==> config.mk <==
export PLATFORM = sky130hd
export DESIGN_NAME = rmii_rx_top
export DESIGN_NICKNAME = d
export VERILOG_FILES = /design/src/rmii_rx_pkg.sv /design/src/rmii_rx_sync_fsm.sv /design/src/rmii_dibit_timer.sv /design/src/rmii_byte_assembler.sv /design/src/rmii_frame_monitor.sv /design/src/rmii_rx_top.sv
export SDC_FILE = /design/constraint.sdc
export NUM_CORES = 1
export LEC_CHECK = 0
export BUFFER_PORTS_ARGS = -buffer_cell sky130_fd_sc_hd__clkbuf_2
export CORE_MARGIN = 2
export CORE_UTILIZATION = 25
export DETAILED_ROUTE_END_ITERATION = 16
export GPL_ROUTABILITY_DRIVEN = 0
export PLACE_DENSITY = 0.42
export SKIP_LAST_GASP = 1
export SLEW_MARGIN = 20
export SYNTH_ARGS = -nofsm -noshare
export SYNTH_HDL_FRONTEND = slang
export SYNTH_SLANG_ARGS = --single-unit
==> constraint.sdc <==
create_clock -name clock -period 3.4 [get_ports clock]
set_input_delay 0.34 -clock clock [delete_from_list [all_inputs] [get_ports clock]]
set_output_delay 0.34 -clock clock [all_outputs]
set_load 0.01 [all_outputs]
==> src/rmii_rx_pkg.sv <==
`default_nettype none

package rmii_rx_pkg;

    //////////////////////////////
    // Link speed and line codes
    //////////////////////////////

    typedef enum logic [1:0] {
        speed_10  = 2'd0,
        speed_100 = 2'd1
    } speed_t;

    localparam logic [1:0] dibit_preamble = 2'b01;
    localparam logic [1:0] dibit_sfd      = 2'b11;

    // Preamble dibits needed before the speed check
    localparam logic [7:0] preamble_run    = 8'd28;
    // Reference clocks per dibit at 10 Mb/s
    localparam logic [3:0] slot_clocks     = 4'd10;
    localparam logic [2:0] dibits_per_byte = 3'd4;

    //////////////////////////////
    // Shared records
    //////////////////////////////

    // One registered sample of the RMII receive pins
    typedef struct packed {
        logic [1:0] dibit;
        logic       enable;
        logic       error;
    } rmii_line_t;

    typedef struct packed {
        logic       first;
        logic [7:0] data;
    } rx_byte_t;

    typedef struct packed {
        logic [10:0] byte_count;
        logic        errored;
        speed_t      speed;
    } frame_report_t;

endpackage

`default_nettype wire

==> src/rmii_rx_sync_fsm.sv <==
`timescale 1ns/10ps
`default_nettype none

module rmii_rx_sync_fsm (
    input  wire                      clock,
    input  wire                      reset_n,
    input  wire [1:0]                rxd,
    input  wire                      crs_dv,
    input  wire                      rx_er,
    output rmii_rx_pkg::rmii_line_t  line_q,
    input  wire                      run_full,
    input  wire                      sample_tick,
    output logic                     run_clear,
    output logic                     run_step,
    output logic                     slot_start,
    output logic                     slot_enable,
    output logic                     dibit_clear,
    output logic                     shift,
    output logic                     frame_start,
    output rmii_rx_pkg::speed_t      speed
);
    import rmii_rx_pkg::*;

    typedef enum logic [2:0] {
        st_sync,
        st_speed_check,
        st_preamble_10,
        st_sfd_slot_10,
        st_pack_100,
        st_pack_10
    } state_t;

    state_t state;
    state_t state_next;
    speed_t speed_next;
    logic   line_good;

    assign line_good = line_q.enable && !line_q.error;

    // Pin register
    always_ff @(posedge clock) begin
        if (!reset_n) begin
            line_q <= '0;
        end else begin
            line_q.dibit  <= rxd;
            line_q.enable <= crs_dv;
            line_q.error  <= rx_er;
        end
    end

    always_comb begin
        state_next  = state;
        speed_next  = speed;
        run_clear   = 1'b1;
        run_step    = 1'b0;
        slot_start  = 1'b0;
        slot_enable = 1'b0;
        dibit_clear = 1'b1;
        shift       = 1'b0;
        frame_start = 1'b0;

        case (state)
            st_sync: begin
                if (line_good && line_q.dibit == dibit_preamble) begin
                    run_clear = 1'b0;
                    run_step  = 1'b1;
                    if (run_full) begin
                        state_next = st_speed_check;
                    end
                end
            end
            // Dibit after the run tells the speed
            st_speed_check: begin
                if (line_good && line_q.dibit == dibit_sfd) begin
                    state_next  = st_pack_100;
                    speed_next  = speed_100;
                    frame_start = 1'b1;
                end else if (line_good && line_q.dibit == dibit_preamble) begin
                    state_next = st_preamble_10;
                end else begin
                    state_next = st_sync;
                end
            end
            st_preamble_10: begin
                if (line_good && line_q.dibit == dibit_sfd) begin
                    state_next  = st_sfd_slot_10;
                    speed_next  = speed_10;
                    slot_start  = 1'b1;
                    frame_start = 1'b1;
                end else if (!(line_good && line_q.dibit == dibit_preamble)) begin
                    state_next = st_sync;
                end
            end
            // Let the SFD slot run out
            st_sfd_slot_10: begin
                slot_enable = 1'b1;
                if (!line_good) begin
                    state_next = st_sync;
                end else if (sample_tick) begin
                    state_next = st_pack_10;
                end
            end
            st_pack_100: begin
                dibit_clear = 1'b0;
                if (line_good) begin
                    shift = 1'b1;
                end else begin
                    state_next = st_sync;
                end
            end
            st_pack_10: begin
                dibit_clear = 1'b0;
                slot_enable = 1'b1;
                if (line_good) begin
                    shift = sample_tick;
                end else begin
                    state_next = st_sync;
                end
            end
            default: begin
                state_next = st_sync;
            end
        endcase
    end

    always_ff @(posedge clock) begin
        if (!reset_n) begin
            state <= st_sync;
            speed <= speed_100;
        end else begin
            state <= state_next;
            speed <= speed_next;
        end
    end

endmodule

`default_nettype wire

==> src/rmii_dibit_timer.sv <==
`timescale 1ns/10ps
`default_nettype none

module rmii_dibit_timer (
    input  wire   clock,
    input  wire   reset_n,
    input  wire   run_clear,
    input  wire   run_step,
    output logic  run_full,
    input  wire   slot_start,
    input  wire   slot_enable,
    output logic  sample_tick,
    input  wire   dibit_clear,
    input  wire   shift,
    output logic  byte_tick
);
    import rmii_rx_pkg::*;

    logic [7:0] run_count;
    logic [3:0] slot_count;
    logic [1:0] dibit_count;

    // High while the current preamble dibit completes the run
    assign run_full    = run_count >= preamble_run - 8'd1;
    assign sample_tick = slot_count == slot_clocks - 4'd1;
    assign byte_tick   = shift && ({1'b0, dibit_count} == dibits_per_byte - 3'd1);

    always_ff @(posedge clock) begin
        if (!reset_n) begin
            run_count   <= '0;
            slot_count  <= '0;
            dibit_count <= '0;
        end else begin
            if (run_clear) begin
                run_count <= '0;
            end else if (run_step && run_count != preamble_run) begin
                run_count <= run_count + 8'd1;
            end

            // Start clock is already the first of the slot
            if (slot_start) begin
                slot_count <= 4'd1;
            end else if (slot_enable) begin
                slot_count <= sample_tick ? 4'd0 : slot_count + 4'd1;
            end

            if (dibit_clear) begin
                dibit_count <= '0;
            end else if (shift) begin
                dibit_count <= dibit_count + 2'd1;
            end
        end
    end

endmodule

`default_nettype wire

==> src/rmii_byte_assembler.sv <==
`timescale 1ns/10ps
`default_nettype none

module rmii_byte_assembler (
    input  wire                      clock,
    input  wire                      reset_n,
    input  wire rmii_rx_pkg::rmii_line_t line_q,
    input  wire                      shift,
    input  wire                      byte_tick,
    input  wire                      frame_start,
    output rmii_rx_pkg::rx_byte_t    rx_byte,
    output logic                     rx_byte_valid
);

    logic [7:0] shift_q;
    logic [7:0] shift_next;
    logic       first_pending;

    // LSB dibit arrives first, so new dibits enter at the top
    assign shift_next = {line_q.dibit, shift_q[7:2]};

    always_ff @(posedge clock) begin
        if (shift) begin
            shift_q <= shift_next;
        end
        if (byte_tick) begin
            rx_byte.data  <= shift_next;
            rx_byte.first <= first_pending;
        end
    end

    //////////////////////////////
    // Strobe and first flag
    //////////////////////////////

    always_ff @(posedge clock) begin
        if (!reset_n) begin
            rx_byte_valid <= 1'b0;
            first_pending <= 1'b0;
        end else begin
            rx_byte_valid <= byte_tick;
            if (frame_start) begin
                first_pending <= 1'b1;
            end else if (byte_tick) begin
                first_pending <= 1'b0;
            end
        end
    end

endmodule

`default_nettype wire

==> src/rmii_frame_monitor.sv <==
`timescale 1ns/10ps
`default_nettype none

module rmii_frame_monitor (
    input  wire                          clock,
    input  wire                          reset_n,
    input  wire rmii_rx_pkg::rmii_line_t line_q,
    input  wire                          frame_start,
    input  wire rmii_rx_pkg::speed_t     speed,
    input  wire                          rx_byte_valid,
    output rmii_rx_pkg::frame_report_t   frame_report,
    output logic                         frame_done
);

    logic        in_frame;
    logic [10:0] byte_count;
    logic [10:0] count_total;
    logic        frame_end;

    assign frame_end   = in_frame && (!line_q.enable || line_q.error);
    // Last byte strobe can land on the ending cycle
    assign count_total = byte_count + {10'd0, rx_byte_valid};

    always_ff @(posedge clock) begin
        if (!reset_n) begin
            in_frame   <= 1'b0;
            byte_count <= '0;
            frame_done <= 1'b0;
        end else begin
            frame_done <= frame_end;
            if (frame_start) begin
                in_frame   <= 1'b1;
                byte_count <= '0;
            end else if (frame_end) begin
                in_frame <= 1'b0;
            end else if (in_frame) begin
                byte_count <= count_total;
            end
        end
    end

    // Report of the frame just ended
    always_ff @(posedge clock) begin
        if (frame_end) begin
            frame_report.byte_count <= count_total;
            frame_report.errored    <= line_q.error;
            frame_report.speed      <= speed;
        end
    end

endmodule

`default_nettype wire

==> src/rmii_rx_top.sv <==
`timescale 1ns/10ps
`default_nettype none

module rmii_rx_top (
    input  wire                         clock,
    input  wire                         reset_n,
    input  wire [1:0]                   rxd,
    input  wire                         crs_dv,
    input  wire                         rx_er,
    output rmii_rx_pkg::rx_byte_t       rx_byte,
    output logic                        rx_byte_valid,
    output rmii_rx_pkg::frame_report_t  frame_report,
    output logic                        frame_done,
    output rmii_rx_pkg::speed_t         speed
);
    import rmii_rx_pkg::*;

    rmii_line_t line_q;
    logic       run_clear;
    logic       run_step;
    logic       run_full;
    logic       slot_start;
    logic       slot_enable;
    logic       sample_tick;
    logic       dibit_clear;
    logic       shift;
    logic       byte_tick;
    logic       frame_start;

    //////////////////////////////
    // Control
    //////////////////////////////

    rmii_rx_sync_fsm sync_fsm_i (
        .clock       (clock),
        .reset_n     (reset_n),
        .rxd         (rxd),
        .crs_dv      (crs_dv),
        .rx_er       (rx_er),
        .line_q      (line_q),
        .run_full    (run_full),
        .sample_tick (sample_tick),
        .run_clear   (run_clear),
        .run_step    (run_step),
        .slot_start  (slot_start),
        .slot_enable (slot_enable),
        .dibit_clear (dibit_clear),
        .shift       (shift),
        .frame_start (frame_start),
        .speed       (speed)
    );

    rmii_dibit_timer dibit_timer_i (
        .clock       (clock),
        .reset_n     (reset_n),
        .run_clear   (run_clear),
        .run_step    (run_step),
        .run_full    (run_full),
        .slot_start  (slot_start),
        .slot_enable (slot_enable),
        .sample_tick (sample_tick),
        .dibit_clear (dibit_clear),
        .shift       (shift),
        .byte_tick   (byte_tick)
    );

    //////////////////////////////
    // Data path
    //////////////////////////////

    rmii_byte_assembler byte_assembler_i (
        .clock         (clock),
        .reset_n       (reset_n),
        .line_q        (line_q),
        .shift         (shift),
        .byte_tick     (byte_tick),
        .frame_start   (frame_start),
        .rx_byte       (rx_byte),
        .rx_byte_valid (rx_byte_valid)
    );

    rmii_frame_monitor frame_monitor_i (
        .clock         (clock),
        .reset_n       (reset_n),
        .line_q        (line_q),
        .frame_start   (frame_start),
        .speed         (speed),
        .rx_byte_valid (rx_byte_valid),
        .frame_report  (frame_report),
        .frame_done    (frame_done)
    );

endmodule

`default_nettype wire

==> results.md <==
Worst setup path:
- The kind of cell with the highest combined delay along the critical path is flip-flops.
- The worst setup path is launched from a flip-flop.
- STA puts the critical path data arrival time at 2.04 ns.
- The critical path contains buffers and inverters numbering 2 combined.
- The startpoint identified for the worst register-to-register timing path is sync_fsm_i.state[2].
- In this run the register-to-register setup slack is 1.35 ns.
- At the worst endpoint, the required time is 3.40 ns.
- The number of cells on the worst reg-to-reg path is 4.
- The worst setup path is captured at a flip-flop.
- The maximum fanout along the worst path is 13.
- The slowest stage cell on the critical path is dfxtp_1.
- For this run, the slowest stage of the critical path takes 0.60 ns.
- The critical path crosses 4 cells after its start point.
- The signal on the critical path passes through inv_1 -> a2111oi_4 -> buf_4 -> and2_1.
- The class of the most critical setup path is reg -> reg.
- The destination of the worst register-to-register timing path is byte_assembler_i.rx_byte[0].

Clocking:
- The number of instances resized during post-cts repair is 0.
- Clock-pin slew was measured on the worst setup and hold paths at 0.08 ns.
- The total number of H-tree levels is 3.
- The clock sink count is 65.
- The post-cts hold buffer count is 0.
- The maximum count of clock buffers along a single path is 2.
- The root cell of the clock tree is clkbuf_8.
- The insertion delay of the later-clocked pin in the worst-skew pair is 0.34 ns.
- Once the clock tree was built, the setup fixing pass inserted 0 buffers.
- The number of clock buffers added by TritonCTS is 9.
- TritonCTS built the clock tree.

Floorplanning:
- In this run the count of I/O pins placed on the die edge is 33.
- The die outline area is 12100 um2.
- For this configuration, the core starts out at a cell density of 25.7%.
- The floorplan has 38 rows.
- Measured along the y axis, the die boundary spans 110 um.
- The core region is 10900 um2.
- The x dimension of the die is 110 um.

Routing:
- Once detail routing completed, the nets flagged for antenna violations numbered 0.
- After the first detailed-routing iteration, the DRC count stood at 145.
- The count of TritonRoute iterations in the first routing pass is 4.
- The routed layout has 1985 vias.
- The total met2 wirelength after detailed routing is 2600 um.
- The detailed-route wire length on metal 1 is 2600 um.
- Wires add up to 5580 um.
- Dividing the detail-routed via count by the number of cells gives 4.54.
- The highest layer touched by signal routing is met4.
- In the routed design, unresolved DRC markers number 0.
- In the final routed layout, each cell accounts on average for 12.8 um.
- Wire segments on met3 add up to 267 um in the final route.

Place:
- Buffers placed on the I/O ports in this run total 30.
- The half-perimeter wire length after placement is 3830 um.

Hold path:
- The type of the tightest min-delay check is in -> reg.
- For hold timing, the worst endpoint is sync_fsm_i.line_q[2].
- The number of stages on the worst hold path is 2.
- The launch point of the worst hold path is rxd[0].

Cells and area:
- The number of inserted filler cells in the final layout is 1160.
- The area of the multi-input gates is 1130 um2.
- In the final design database the tool counted 303 nets.
- Of the cells placed in the final design, the portion with a size suffix greater than 1 is 16.8%.
- The area growth from synthesis to layout is 16.2%.
- The number of antenna cells inserted is 0.
- The storage element area is 1580 um2.

Global routing:
- The first global-routing pass estimated 9450 um of wire.
- Entering global routing, the biggest net connects 19 pins.
- The number of antenna violations at the first check in global routing is 0.
- The aggregate global-route resource usage is 10.4%.
- The via count of the first global-routing pass was 1920.
- Summed over all layers, the global routing overflow is 0.

Yosys:
- The netlist area before placement is 2800 um2.
- The post-synthesis cell count is 261.
- Synthesis instantiated 50 different standard cells from the library.
- The share of flip-flops with an asynchronous set or reset is 0%.
- The share of synthesized area occupied by flip-flops and latches is 56.5%.
- The leading register cell type out of synthesis is dfxtp_1.
- The number of enable flip-flop cells after synthesis is 28.
- Dividing the synthesized area by the synthesized cell count gives 10.7 um2.
- The register bit total from synthesis is 65.
- The warning count from the yosys run is 0.

Pwr:
- The total power divided by cell area is 448 nW/um2.
- VDD sags by at most 0.175 mV.
- The cell leakage power is 1.13 nW.
- The overall power of the completed layout is 1.46 mW.

STA:
- Setup violations remaining at the end of the flow were counted as 0.
- The sum of negative setup slack is 0 ns.
- For the finished layout, the period the worst path requires is 2.05 ns.
- In this run the tightest slew margin relative to its limit is 55.9%.
- Setup repair after global routing left no endpoint under its margin.
- The number of endpoints with negative hold slack in the final report is 0.
- The maximum operating frequency is 488 MHz.
- The final max-slew violation count is 0.
- For the pin with the worst max-slew slack, the measured transition is 0.661 ns.
- Dividing the final minimum period by the clock period gives 60.3%.
- The clock skew after layout is 0.00814 ns.

Run status:
- The run finished with clean final reports.

Run:
- Max-cap violations in this run came to 0.
==> worst register-to-register path: stages, from the launching register on <==
cell and delay, ns:
dfxtp_1 0.60, inv_1 0.17, a2111oi_4 0.29, buf_4 0.24
and2_1 0.41
==> final cells by class <==
class                      instances  area share [%]
sequential                        65            48.6
multi-input combinational        178            34.9
tap                              140            5.38
timing repair buffer              31            4.85
clock buffer                       9            3.81
clock inverter                     7            1.65
inverter                           7           0.808
==> stage by stage <==
stage                     std cells  setup WS [ns]  area (um2)  utilization [%]  hold WS, ns
after CTS                       437           1.34        3250             29.9        0.179
final                           437           1.35        3250             29.9        0.201
after floorplan                 262           1.44        2800                -        0.400
after detailed placement        421           1.36        3080             28.2        0.414
after global routing            437           1.23        3250             29.9        0.199
after global placement          421           1.37        3080             28.2        0.405
==> logic make-up after synthesis <==
group                      synth area share (%)
AOI/OAI and AO/OA                          10.6
and+or+nand+nor                            19.6
other                                     0.134
DFF                                        56.5
muxes                                     0.715
buffers and inverters                      3.08
xor gates and xnor gates                   7.20
adders and majority gates                  2.24
==> synth_stat cells, types with 2 or more instances <==
cell       number  share of area [%]
nor2_1         23                3.1
ha_1            5                2.2
and2_1          6                1.3
mux2i_1         2               0.72
nor2b_1         5                1.1
o22ai_1         3               0.67
nand3b_1        2               0.54
xor2_1         10                3.1
dfxtp_1        37                 26
nand2_1        21                2.8
nand3_1         7                1.3
edfxtp_1       28                 30
or4_1           4                1.1
clkbuf_1        8                1.1
o21ai_0        10                1.8
or3_1           5                1.1
o31ai_1         4                1.1
o211ai_1        2               0.54
nand4_1         3               0.67
a21oi_1        13                2.3
nand2b_1        4               0.89
nand4bb_1       2               0.80
and3_1          5                1.1
nor4_1          2               0.45
xnor2_1        13                4.1
buf_4           2               0.54
nor3_1          5               0.89
inv_1           7               0.94
a211oi_1        2               0.54
==> worst max path at each step <==
stage / startpoint / to / slack [ns]
5_1_grt: sync_fsm_i.state[2] / byte_assembler_i.rx_byte[7] / 1.23
2_1_floorplan: dibit_timer_i.slot_count[2] / byte_assembler_i.rx_byte[0] / 1.44
4_1_cts: sync_fsm_i.state[2] / byte_assembler_i.rx_byte[0] / 1.34
6_report: sync_fsm_i.state[2] / byte_assembler_i.rx_byte[0] / 1.35
3_5_place_dp: sync_fsm_i.state[2] / byte_assembler_i.rx_byte[0] / 1.36
3_3_place_gp: sync_fsm_i.state[2] / byte_assembler_i.rx_byte[2] / 1.37
==> cells in the final DEF (no fill, tap or decap), types with 6 or more instances in the layout <==
| cell type | synthesis | layout |
|---|---|---|
| a21oi_1 | 13 | 13 |
| and2_1 | 6 | 6 |
| clkbuf_2 | 0 | 30 |
| clkbuf_8 | 0 | 9 |
| dfxtp_1 | 37 | 37 |
| edfxtp_1 | 28 | 28 |
| inv_1 | 7 | 7 |
| nand2_1 | 21 | 21 |
| nand3_1 | 7 | 7 |
| nor2_1 | 23 | 23 |
| o21ai_0 | 10 | 10 |
| xnor2_1 | 13 | 13 |
| xor2_1 | 10 | 10 |
==> where the power goes <==
| group | total [mW] | internal (mW) | switching [mW] |
|---|---|---|---|
| logic | 0.0352 | 0.0142 | 0.0210 |
| registers | 0.823 | 0.812 | 0.0117 |
| clock network | 0.598 | 0.269 | 0.329 |
| total | 1.46 | 1.09 | 0.362 |
==> layer usage <==
metal	up-vias	global-route usage (%)
met3	9	4.03
met1	944	12.8
met5	-	0
met4	0	4.34
met2	38	16.2
li1	994	-
==> flip-flops by register name (all words and copies together), names as in the netlist <==
register and count:
frame_monitor_i.frame_report 13, byte_assembler_i.first_pending 1, frame_monitor_i.frame_done 1, byte_assembler_i.rx_byte_valid 1
sync_fsm_i.state 3, byte_assembler_i.shift_q 6, frame_monitor_i.in_frame 1, frame_monitor_i.byte_count 11
dibit_timer_i.dibit_count 2, dibit_timer_i.run_count 8, byte_assembler_i.rx_byte 9, sync_fsm_i.line_q 4
dibit_timer_i.slot_count 4, sync_fsm_i.speed 1
(Power assumes the default switching activity.)
